[config.mk]
export PLATFORM = sky130hd
export DESIGN_NAME = line_window
export DESIGN_NICKNAME = d
export VERILOG_FILES = /design/src/hdl/conv_pkg.sv /design/src/hdl/line_window.sv
export VERILOG_INCLUDE_DIRS = /design/src /design/src/hdl
export SDC_FILE = /design/constraint.sdc
export NUM_CORES = 1
export LEC_CHECK = 0
export BUFFER_PORTS_ARGS = -buffer_cell sky130_fd_sc_hd__buf_2
export CAP_MARGIN = 20
export CORE_ASPECT_RATIO = 0.7
export CORE_MARGIN = 2
export CORE_UTILIZATION = 35
export DETAILED_ROUTE_END_ITERATION = 6
export HOLD_SLACK_MARGIN = 0.06
export PLACE_DENSITY_LB_ADDON = 0.2
export SETUP_SLACK_MARGIN = 0.5
export SYNTH_ARGS = -nofsm -noshare
export SYNTH_HDL_FRONTEND = slang
export SYNTH_SLANG_ARGS = --single-unit
[constraint.sdc]
create_clock -name clk -period 5.55 [get_ports clk]
set_input_delay 0.2775 -clock clk [delete_from_list [all_inputs] [get_ports clk]]
set_output_delay 0.2775 -clock clk [all_outputs]
set_load 0.005 [all_outputs]
[src/hdl/conv_settings.svh]
`ifndef CONV_SETTINGS_SVH
`define CONV_SETTINGS_SVH

//////////////////////////////////////////////////////////////////////
// Image and kernel geometry
//////////////////////////////////////////////////////////////////////
`define IMG_W    16
`define KERNEL   3
`define COL_W    4

//////////////////////////////////////////////////////////////////////
// Datapath widths and lane count
//////////////////////////////////////////////////////////////////////
`define DATA_W   8
`define WEIGHT_W 8
// Nine 16-bit products fit in 20 bits
`define ACC_W    20
`define CH_OUT   4
`define CH_W     2

`endif

[src/hdl/conv_pkg.sv]
`include "conv_settings.svh"

package conv_pkg;

	// Tap index width, enough for KERNEL x KERNEL taps
	localparam int TAP_W = 4;

	// Named so that elements of a window keep their sign
	typedef logic signed [`DATA_W-1:0] pixel_t;

	typedef struct packed {
		logic   sof;
		pixel_t data;
	} pixel_beat_t;

	// Row-major, oldest row first, oldest column first
	typedef pixel_t [0:`KERNEL*`KERNEL-1] window_t;

	typedef struct packed {
		logic [TAP_W-1:0]            idx;
		logic signed [`WEIGHT_W-1:0] w;
	} weight_tap_t;

	typedef struct packed {
		logic [`CH_W-1:0]         ch;
		logic signed [`ACC_W-1:0] data;
	} conv_result_t;

endpackage

[src/hdl/line_window.sv]
`include "conv_settings.svh"

module line_window (
	input  logic                  clk,
	input  logic                  reset,
	input  logic                  pix_valid,
	output logic                  pix_ready,
	input  conv_pkg::pixel_beat_t pix,
	output logic                  win_valid,
	input  logic                  win_ready,
	output conv_pkg::window_t     win
);
	import conv_pkg::*;

	localparam int ROW_W = $clog2(`KERNEL);

	pixel_t            row1 [`IMG_W];
	pixel_t            row2 [`IMG_W];
	pixel_t            new_col [`KERNEL];
	logic [`COL_W-1:0] col_cnt;
	logic [ROW_W-1:0]  row_cnt;
	logic [`COL_W-1:0] cur_col;
	logic [ROW_W-1:0]  cur_row;
	logic              pix_fire;
	logic              interior;

	assign pix_ready = !win_valid || win_ready;
	assign pix_fire  = pix_valid && pix_ready;

	// Position of the incoming pixel, sof forces the origin
	assign cur_col  = pix.sof ? '0 : col_cnt;
	assign cur_row  = pix.sof ? '0 : row_cnt;
	assign interior = (cur_col >= `COL_W'(`KERNEL-1)) && (cur_row == ROW_W'(`KERNEL-1));

	// Column entering the window, oldest row first
	assign new_col[0] = row2[cur_col];
	assign new_col[1] = row1[cur_col];
	assign new_col[2] = pix.data;

	//////////////////////////////////////////////////////////////////////
	// Row and column tracking
	//////////////////////////////////////////////////////////////////////
	always_ff @(posedge clk) begin
		if (reset) begin
			col_cnt <= '0;
			row_cnt <= '0;
		end else if (pix_fire) begin
			if (cur_col == `COL_W'(`IMG_W-1)) begin
				col_cnt <= '0;
				// Row count saturates once the window is tall enough
				row_cnt <= (cur_row == ROW_W'(`KERNEL-1)) ? cur_row : cur_row + 1'b1;
			end else begin
				col_cnt <= cur_col + 1'b1;
				row_cnt <= cur_row;
			end
		end
	end

	//////////////////////////////////////////////////////////////////////
	// Line buffers and window shift register
	//////////////////////////////////////////////////////////////////////
	always_ff @(posedge clk) begin
		if (pix_fire) begin
			row1[cur_col] <= pix.data;
			row2[cur_col] <= row1[cur_col];
			for (int r = 0; r < `KERNEL; r++) begin
				for (int c = 0; c < `KERNEL-1; c++) begin
					win[r*`KERNEL+c] <= win[r*`KERNEL+c+1];
				end
				win[r*`KERNEL+`KERNEL-1] <= new_col[r];
			end
		end
	end

	// Edge positions shift the window but never present it
	always_ff @(posedge clk) begin
		if (reset) begin
			win_valid <= 1'b0;
		end else if (pix_ready) begin
			win_valid <= pix_fire && interior;
		end
	end

endmodule

==> results.txt, run 1 <==
The total count of max-transition violations in the final report is 0, and the final-layout fill cell count is 3071. Timing would allow up to 283 MHz. Dividing the final minimum period by the clock period gives 63.8%. The delay contributed by the slowest stage of the critical path works out to 870 ps. The number of antenna violations at the first check in global routing is 0, and the total nets after synthesis is 698. sky130_fd_sc_hd__edfxtp_1 takes more of the synthesized area than any other cell. The final route contains 6866 vias. The logs give 3 for the largest buffer count on any clock path and 34 for the number of buffers added by the clock tree synthesis step. The gate count of the mapped netlist came out at 682. The initialized floorplan defines 57 standard-cell rows.

The clock period minus final worst setup slack came out at 3540 ps. The first global-routing pass estimated 46.6 mm of wire. The via density per instance was 5.31; the synthesized area per cell was 18.3 um^2. The tools report the number of post-CTS setup repair buffers as 0.

Initial detailed-routing violation count: 781. The netlist uses 40 different library cells. By area the synthesized netlist is led by sky130_fd_sc_hd__edfxtp_1 (79%), sky130_fd_sc_hd__mux2i_1 (3.9%), sky130_fd_sc_hd__a221oi_2 (1.6%), sky130_fd_sc_hd__mux2_2 (1.4%), sky130_fd_sc_hd__nand2_1 (1.1%). The signal on the critical path passes through buf_4 -> inv_2 -> a221oi_2 -> a211oi_1 -> or4_1. The number of global-route vias before repair was 6827; the post-route clock skew was 25.0 ps. In the final layout, flip-flops and latches occupy 0.00999 mm^2. Data on the critical path arrives at its endpoint at 3690 ps. Setup repair after global routing left no endpoint under its margin. Along the worst path, the maximum fanout reaches 43. The area of the placeable core is 0.0349 mm^2.

The count of nets left with antenna violations once routing finished came out at 0. Dominant synthesized flop cell: sky130_fd_sc_hd__edfxtp_1. In the post-route analysis, the smallest setup slack over all paths is 2010 ps.

Once the floorplan was initialized, standard cells occupied 35.7% of the core. Critical path class: reg2reg. Number of H-tree levels: 2. The clock net in this run drives a total of 335 sinks. In the synthesized netlist the async set-or-reset flop fraction comes to 0%.

TritonCTS built the clock tree. The first detailed-routing pass took 5 iterations. The run gives 0 as the number of inserted diodes. The number of synthesized flops with an enable pin was 328. The flow ran to the end, and the final reports show no timing, DRC or antenna violations. The area of the die was 0.0371 mm^2; the total DRC errors in the routed layout was 0.

Summed over its instances, the top area cell type makes up 79.1% of the synthesized netlist area. The run gives 0.214 mV as the highest ir drop seen on vdd. Of the cells placed in the final design, the portion with a size suffix greater than 1 is 25.8%.

Entering global routing, the biggest net connects 55 pins. The total count of hold-check failures in the final report came out at 0. For the worst-skew pair, the clock arrives at the later sink with an insertion delay of 530 ps. For the top-level I/O count, the log shows 87. The pre-CTS setup slack is 2000 ps.

The tool flagged a number of max-cap violations equal to 0. The number of synthesis warnings was 0; the netlist area before placement was 0.0124 mm^2. The worst setup path is captured at a flip-flop.

The required time reported for the critical path endpoint was 5700 ps; the power per standard cell area was 364 mW/mm^2. The clock-pin slew of the registers on the worst-case setup and hold paths came out at 60 ps. The worst pin sits at a relative slew slack of 25.3%. Ranked by instance count, the synthesized netlist is headed by sky130_fd_sc_hd__edfxtp_1 (328), sky130_fd_sc_hd__mux2i_1 (48), sky130_fd_sc_hd__nand2_1 (38). Yosys instantiated no cell more often than sky130_fd_sc_hd__edfxtp_1.

The actual slew at the worst max-slew pin works out to 1120 ps. The floorplan die width works out to 229 um. In the final layout, the multi-input gates occupy 0.00229 mm^2. The slowest stage of the critical path belongs to the cell sky130_fd_sc_hd__or4_1. For the fraction of the yosys area taken by sequential cells, the log shows 80.3%. The buffering stage count on the worst path with inverters included works out to 2. The placed wire-length estimate after detailed placement came out at 19.5 mm. Setup violations remaining at the end of the flow were counted as 0. In this run the static leakage power is 0.00478 uW. After routing, the total negative slack on setup checks comes to 0 ps. The wire length after detailed routing is 32.2 mm. The area added between synthesis and finish was 17.9%. STA classifies the critical path startpoint as a flip-flop. Height of the die: 162 um. The min-delay analysis places its worst path in the category in2reg. The port buffer count is 86, and the placer's final routability congestion estimate is 0.808. The tools report the overall overflow remaining after global route as 0. The overall track demand over capacity in global routing was 17.2%; the synthesis-stage register bit count was 335. The cell sitting at the root of the clock tree is a sky130_fd_sc_hd__clkbuf_16. The reg-to-reg setup timing slack was 2010 ps; the number of nets in the final layout was 814.

The top cell family by delay on the critical path is buffers and inverters. In the final routed layout, each cell accounts on average for 24.9 um.
[power breakdown]
part / switching (uW) / internal, uW / leakage (uW)
clock: 947 / 1250 / 0.000516
sequential: 28.0 / 2850 / 0.00308
combinational: 179 / 86.1 / 0.00119
[cell usage in the layout, fill, tap and decap left out, types with 17 or more instances in the layout]
cell type / instances
sky130_fd_sc_hd__edfxtp_1: 328
sky130_fd_sc_hd__a21oi_1: 21
sky130_fd_sc_hd__o21ai_0: 18
sky130_fd_sc_hd__a211oi_1: 17
sky130_fd_sc_hd__clkbuf_16: 34
sky130_fd_sc_hd__mux2i_1: 48
sky130_fd_sc_hd__nand2_1: 38
sky130_fd_sc_hd__buf_2: 86
sky130_fd_sc_hd__buf_4: 29
[cell type report]
class                   instances  area share [%]
clock buffers                  41            6.11
clock inverters                19            1.09
inverters                       6           0.162
multi-input cells             301            15.6
flip-flops and latches        335            68.1
well taps                     472            4.02
repair buffers                120            4.89
[worst register-to-register path, cell delays in order, from the launching register on]
cell,delay [ps]
sky130_fd_sc_hd__dfxtp_4,710
sky130_fd_sc_hd__buf_4,660
sky130_fd_sc_hd__inv_2,470
sky130_fd_sc_hd__a221oi_2,360
sky130_fd_sc_hd__a211oi_1,70
sky130_fd_sc_hd__or4_1,870
[flip-flops by register name, indices dropped and copies added (netlist names)]
register,flops
col_cnt,4
row1,128
row2,128
row_cnt,2
win,72
win_valid,1
[logic make-up after synthesis]
group	synth area share, %
flops	80.3
mux	5.31
buf+inv	1.89
compound gates	8.37
fa+ha+maj	0.302
simple gates	3.87
[stage by stage]
step / area (um^2) / instances / utilization, % / total power, uW / hold slack (ps)
floorplan: 12400 / 682 / - / 3070 / 347
global placement: 13500 / 1229 / 38.8 / 3190 / 426
detailed placement: 13600 / 1231 / 39.0 / 3200 / 432
CTS: 14700 / 1293 / 42.0 / 5390 / 153
global route: 14700 / 1294 / 42.1 / 5530 / 159
finish: 14700 / 1294 / 42.1 / 5350 / 156
[what timing repair did]
| action | in CTS | in global routing |
|---|---|---|
| endpoints found under the hold margin | 5 | 0 |
| resized for setup | 0 | 0 |
| hold buffers | 2 | 0 |
| setup endpoints to repair | 0 | 0 |
[layer usage]
layer | GRT usage, % | routed length [um] | vias to the layer above
li1 | - | - | 3006
met1 | 25.6 | 15300 | 3548
met2 | 25.7 | 14300 | 271
met3 | 3.48 | 2040 | 41
met4 | 4.43 | 523 | 0
met5 | 0 | 0 | -
[path summary, 6_finish.rpt]
check | from | end | cells after the start
setup reg to reg | col_cnt[0] | row2[15][3] | 5
hold reg to reg | win[58] | win[66] | 0
setup / recovery | col_cnt[0] | row2[15][3] | 5
hold / removal | win_ready | win_valid | 3
(Power assumes the default switching activity.)
==> run 2: changes to the inputs <==
- clock period: 5.55 -> 3.67 ns (I/O delays scaled with it)
==> run 2 against run 1 <==
  * Wire length shrank 0.50%
  * Fmax increased by 16%
  * Critical path type unchanged
  * Via count is 1.3% higher
  * Register-to-register slack got worse by 1400 ps
  * Critical path depth is 1 lower
  * Largest power group unchanged
  * Sequential share of layout area down 0.34 points
  * Sequential cell count is the same
  * Global-route usage about the same
  * Hold slack worse by 71 ps
  * Sequential power is 51% higher
==> results.txt, run 2 (synthesis gave the netlist of run 1 again) <==
The flow ran to the end, and the final reports show no timing, DRC or antenna violations. The number of H-tree levels was 2 (unchanged); the port buffer count was 86 (unchanged). The logs give 0.00999 mm^2 (about the same) for the sequential cell area and 0.799 (-1.2%) for the placer's final routability congestion estimate. The effective utilization at floorplan was 35.7% (unchanged); the number of global-route vias before repair was 6893 (+0.97%). The post-route fraction of the period consumed by the critical path is 83.4% (+20 points).

The top-level I/O count came out at 87 (unchanged). In this run the critical register-to-register path is captured at row2[11][6]. The wire length after detailed routing is 32.0 mm (-0.50%). In this run the worst hold path is classified as in2reg.

Floorplan die width: 229 um (unchanged). The worst setup path is launched from a flip-flop. The detailed-routing iteration count for the pre-antenna-repair pass is 5 (unchanged). For the number of instances in the placed design, the log shows 1253 (+1.8%). Overall track demand over capacity in global routing: 17.2% (about the same). The slowest stage of the critical path is the sky130_fd_sc_hd__or4_1 cell. The origin of the critical flop-to-flop path was col_cnt[0]. The overall overflow remaining after global route is 0 (unchanged). The highest ir drop seen on vdd is 0.265 mV (+24%), and the clock net sink count is 335 (unchanged). The run gives 6954 (+1.3%) as the routed via count.

The critical path capture point type is a flip-flop. The clock period minus final worst setup slack was 3060 ps (-479 ps). Largest buffer count on any clock path: 3 (unchanged). The logs give 757 (-3.1%) for the initial detailed-routing violation count and 0 (unchanged) for the total count of hold-check failures in the final report. Number of post-CTS setup repair buffers: 0 (unchanged). The largest registers in the layout are row1 (128), row2 (128), win (72). The placed wire-length estimate after detailed placement was 20.4 mm (+4.6%); the number of max-capacitance violations reported was 0 (unchanged). The run gives 3200 ps (-490 ps) as the signal arrival time at the worst endpoint.

The tools report the clock latency on the worst-skew pair as 530 ps (about the same). Setup repair after global routing left no endpoint under its margin. The run gives 0.00226 mm^2 (-1.3%) as the footprint of the multi-input gates. The global-route wire length before repair is 46.5 mm (-0.36%). The average detailed-routed wire length per instance is 24.3 um (-2.2%).

The total DRC errors in the routed layout came out at 0 (unchanged). The total count of max-transition violations in the final report is 0 (unchanged), and the clock-pin slew of the registers on the worst-case setup and hold paths is 70 ps (about the same). The critical path in this run is classified as reg2reg.

The tools report the number of failing setup endpoints in the final timing report as 0 (unchanged). The biggest fanout along the worst timing path came out at 42 (-2.3%). The critical path goes through buf_4 -> mux2i_1 -> a211oi_1 -> or4_1. The logs give 35 (+2.9%) for the number of buffers added by the clock tree synthesis step and 0 ps (unchanged) for the total negative slack for setup checks. The run gives 0.00486 uW (+1.5%) as the leakage power total. The height of the die was 162 um (unchanged); the highest achievable clock rate was 327 MHz (+16%). The via density per instance is 5.28 (-0.49%). TritonCTS built the clock tree. Worst max-slew margin expressed relative to the limit: 37.0% (+12 points). Number of placement rows: 57 (unchanged). The most frequent standard cell in the layout excluding fill and tap cells is sky130_fd_sc_hd__edfxtp_1. The run gives 3810 ps (-1890 ps) as the required time reported for the critical path endpoint. Worst setup path endpoint: row2[11][6]. For the final standard cell utilization of the core, the log shows 42.3% (+0.21 points).

The start point of the critical path was col_cnt[0]. Relative to the synthesized area, the layout overhead comes to 18.5%. The proportion of layout cells with a drive suffix above 1 is 26.9% (+1.1 points). The run gives 3084 (+0.42%) as the final-layout fill cell count.

Reg-to-reg setup timing slack: 610 ps (-1400 ps). The area of the placeable core is 0.0349 mm^2 (unchanged). The actual slew at the worst max-slew pin came out at 941 ps (-176 ps). The post-route clock skew came out at 17.4 ps (-7.55 ps). The number of inserted diodes was 0 (unchanged).

The tools report the root cell of the clock tree as sky130_fd_sc_hd__clkbuf_16. The number of nets in the final layout was 837 (+2.8%). Number of cells on the worst reg-to-reg path: 4 (-1). Number of antenna violations at the first check in global routing: 1 (+1). The power per standard cell area works out to 539 mW/mm^2 (+48%). The maximum number of pins on one net before global-route repair was 45 (-18%); the post-layout instance count excluding filler cells was 1317 (+1.8%). Number of antenna-violating nets in the routed design: 0 (unchanged). The library cells used most frequently in the layout, excluding fill and tap cells, are sky130_fd_sc_hd__edfxtp_1 (328), sky130_fd_sc_hd__buf_2 (86), sky130_fd_sc_hd__buf_4 (52).

The delay contributed by the slowest stage of the critical path was 860 ps (about the same); the area of the die was 0.0371 mm^2 (unchanged).
## run 2: cell count changes in the layout (fill, tap and decap cells not counted), moves of 2 or more
cell | before | now
sky130_fd_sc_hd__buf_6 | 2 | 0
sky130_fd_sc_hd__clkinv_1 | 8 | 10
sky130_fd_sc_hd__clkbuf_8 | 2 | 0
sky130_fd_sc_hd__nor4_4 | 2 | 0
sky130_fd_sc_hd__buf_4 | 29 | 52
sky130_fd_sc_hd__bufinv_16 | 2 | 0
sky130_fd_sc_hd__nor2b_1 | 1 | 3
sky130_fd_sc_hd__nor2b_2 | 2 | 0
sky130_fd_sc_hd__nor4_2 | 2 | 4
## run 2: repair_timing
item                                   in CTS  in global routing
gates resized for setup                     0                  1
endpoints found under the hold margin       5                  0
setup endpoints to repair                   0                 51
hold buffers                                3                  0
## run 2: per-stage QoR
step                power, uW  cell area [um^2]  setup WS (ps)  hold WS [ps]
global route             8230             14700            548          93.8
detailed placement       4850             13700            638           426
CTS                      8050             14700            624          74.3
finish                   7950             14700            610          84.9
floorplan                4640             12500            553           253
global placement         4840             13700            740           423
## run 2: final cells by class
| cell class | instances | area share (%) |
|---|---|---|
| sequential | 335 | 67.8 |
| multi-input combinational | 301 | 15.3 |
| clock buffer | 41 | 6.09 |
| timing repair buffer | 142 | 5.91 |
| tap | 472 | 4.00 |
| clock inverter | 20 | 0.730 |
| inverter | 6 | 0.178 |
## run 2: worst max-delay path: cells and delay by family, from the launching register on
family | cells | cell delay [ps]
flops | 1 | 800
simple gates | 1 | 860
mux | 1 | 440
buf+inv | 1 | 410
compound gates | 1 | 130
## run 2: power by group
part           switching (uW)  internal, uW  total [uW]
Combinational             265           139         404
Sequential               46.6          4320        4360
Clock                    1430          1760        3190
Total                    1740          6210        7950
## run 2: per-layer routing
metal / track usage [%] / routed length, um
met1: 25.7 / 15200
met2: 24.5 / 13700
met3: 4.79 / 2620
met4: 4.31 / 552
met5: 0 / 0
## run 2: worst min path at each step
stage,startpoint,to,cells past startpoint
finish,pix[7],row1[13][7],1
global route,pix[1],row1[14][1],1
CTS,pix[1],row1[14][1],1
detailed placement,win[14],win[22],0
global placement,win[63],win[71],0
floorplan,reset,col_cnt[1],1
==> run 3: changes to the inputs <==
- clock period: 3.67 -> 2.6 ns (I/O delays scaled with it)
==> run 3 against run 2 <==
  * Sequential cell count unchanged
  * Fmax up 35%
  * Final area up 10%
  * Die area unchanged
  * Sequential share of layout area down 6.3 points
  * Critical path depth up 1
==> results.txt, run 3 (synthesis gave the netlist of run 1 again) <==
The run gives 0 (unchanged) as the number of failing setup endpoints in the final timing report. The most critical setup path has its endpoint at row2[9][5]. The most frequent standard cell in the layout excluding fill and tap cells was sky130_fd_sc_hd__edfxtp_1.

The port buffer count works out to 86 (unchanged). The signal arrival time at the worst endpoint was 2480 ps (-720 ps); the clock-pin slew of the registers on the worst-case setup and hold paths was 60 ps (about the same). The actual slew at the worst max-slew pin was 696 ps (-244 ps); the total count of hold-check failures in the final report was 0 (unchanged). The run gives 2820 ps (-990 ps) as the required time reported for the critical path endpoint. The highest achievable clock rate came out at 442 MHz (+35%). The number of nets in the final layout was 895 (+6.9%); the average detailed-routed wire length per instance was 25.9 um (+6.5%). The tools report the detailed-routing iteration count for the pre-antenna-repair pass as 5 (unchanged). The run gives 0.00534 uW (+10%) as the leakage power total. The total DRC errors in the routed layout was 0 (unchanged). In the final layout, the registers with the most flip-flops are row1 (128), row2 (128), win (72). The largest buffer count on any clock path was 3 (unchanged); the final standard cell utilization of the core was 46.6% (+4.4 points). The logs give 35.7% (unchanged) for the effective utilization at floorplan and 57 (unchanged) for the number of placement rows. The run finished with clean final reports.

Leaving out fill and tap cells, the most frequent cells in the layout are sky130_fd_sc_hd__edfxtp_1 (328), sky130_fd_sc_hd__buf_2 (86), sky130_fd_sc_hd__buf_4 (58). The run gives 7512 (+8.0%) as the routed via count. The clock period minus final worst setup slack was 2260 ps (-799 ps); the number of inserted diodes was 0 (unchanged). The number of antenna-violating nets in the routed design came out at 0 (unchanged). The placer's final routability congestion estimate is 0.876 (+9.6%). The number of H-tree levels came out at 2 (unchanged). Capture point of the worst reg-to-reg path: row2[9][5]. The number of cells on the worst reg-to-reg path was 5 (+1); the biggest fanout along the worst timing path was 11 (-74%). The overall track demand over capacity in global routing came out at 18.3% (+1.1 points). The post-route fraction of the period consumed by the critical path is 87.0% (+3.6 points). The tools report the worst max-slew margin expressed relative to the limit as 53.6% (+17 points). The logs give 0 (unchanged) for the number of max-capacitance violations reported and 53 (+18%) for the maximum number of pins on one net before global-route repair. The tools report the start point of the critical path as col_cnt[0]. The post-route clock skew was 30.5 ps (+13.1 ps). For the clock net sink count, the log shows 335 (unchanged). The tightest min-delay check is of the in2reg type. TritonCTS built the clock tree. The tree is rooted in a sky130_fd_sc_hd__clkbuf_16. The total count of max-transition violations in the final report came out at 0 (unchanged). Setup repair after global routing could not meet its margin everywhere.

The highest ir drop seen on vdd is 0.410 mV (+54%), and the via density per instance is 5.46 (+3.3%). The reg-to-reg setup timing slack was 340 ps (-270 ps). The origin of the critical flop-to-flop path was col_cnt[0].

The area of the die is 0.0371 mm^2 (unchanged), and the proportion of layout cells with a drive suffix above 1 is 39.2% (+12 points). The worst setup path is launched from a flip-flop. The critical path capture point type was a flip-flop.

The height of the die works out to 162 um (unchanged). For the global-route wire length before repair, the log shows 48.9 mm (+5.2%). The run gives 0.0349 mm^2 (unchanged) as the area of the placeable core. The floorplan die width was 229 um (unchanged).

The logs give 0 (-1) for the number of antenna violations at the first check in global routing and 12000 uW (+51%) for the total power after layout. The logs give 35 (unchanged) for the number of buffers added by the clock tree synthesis step and 19.6 mm (-3.8%) for the placed wire-length estimate after detailed placement. Overall overflow remaining after global route: 0 (unchanged). The worst setup path is of the reg2reg kind. The initial detailed-routing violation count is 921 (+22%), and the wire length after detailed routing is 35.7 mm (+11%). The logs give 7254 (+5.2%) for the number of global-route vias before repair and 540 ps (about the same) for the clock latency on the worst-skew pair. The top-level I/O count is 87 (unchanged), and the area added between synthesis and finish is 30.7%. The power per standard cell area works out to 737 mW/mm^2 (+37%).
[run 3: timing repair]
action,in CTS,in global routing
gates resized for setup,59,54
setup endpoints to repair,372,185
cloned,8,10
buffers inserted,23,16
endpoints found under the hold margin,118,0
hold buffers,10,0
pin swaps,14,22
[run 3: through the flow]
stage	setup TNS [ps]	std cells	setup WS [ps]	area, um^2	hold slack [ps]
2_1_floorplan	-1240	682	-71.3	12600	192
3_3_place_gp	-4420	1246	-58.8	13900	397
3_5_place_dp	0	1247	141	13900	397
4_1_cts	0	1351	360	15700	75.1
5_1_grt	0	1377	317	16300	96.6
6_report	0	1377	339	16300	110
[run 3: final cells by class]
class                   count  area [um^2]
fillers                  2951        18600
flip-flops and latches    335        10000
multi-input cells         315         2980
repair buffers            186         1520
clock buffers              44          931
well taps                 472          591
clock inverters            19          210
inverters                   6         28.8
[run 3: how the worst min path moves through the flow]
stage                       from           to  slack (ps)  cells past startpoint
after global placement     reset   col_cnt[1]         400                      2
final                     pix[3]  row1[13][3]         110                      1
after floorplan            reset    win_valid         190                      1
after CTS                 pix[3]  row1[13][3]          80                      1
after global routing      pix[3]   row1[6][3]         100                      1
after detailed placement   reset    win_valid         400                      2
[run 3: routing by layer]
layer | routed length, um | up-vias | share of wire [%] | track usage (%)
met2 | 15700 | 342 | 44 | 28.0
li1 | - | 3231 | - | -
met5 | 0 | - | 0 | 0
met4 | 897 | 0 | 2.5 | 5.22
met1 | 15300 | 3875 | 43 | 26.3
met3 | 3770 | 64 | 11 | 3.90
[run 3: worst max-delay path, stage by stage, from the launching register on]
cell                      delay [ps]
sky130_fd_sc_hd__dfxtp_4         430
sky130_fd_sc_hd__nor2b_4         260
sky130_fd_sc_hd__buf_12          200
sky130_fd_sc_hd__mux2i_2         280
sky130_fd_sc_hd__o22ai_4         160
sky130_fd_sc_hd__or4_4           610
[run 3: report_power, final]
part | internal, uW | switching [uW] | leakage (uW)
logic | 346 | 501 | 0.00171
registers | 6090 | 46.8 | 0.00308
clock network | 2950 | 2050 | 0.000547
total | 9380 | 2600 | 0.00534
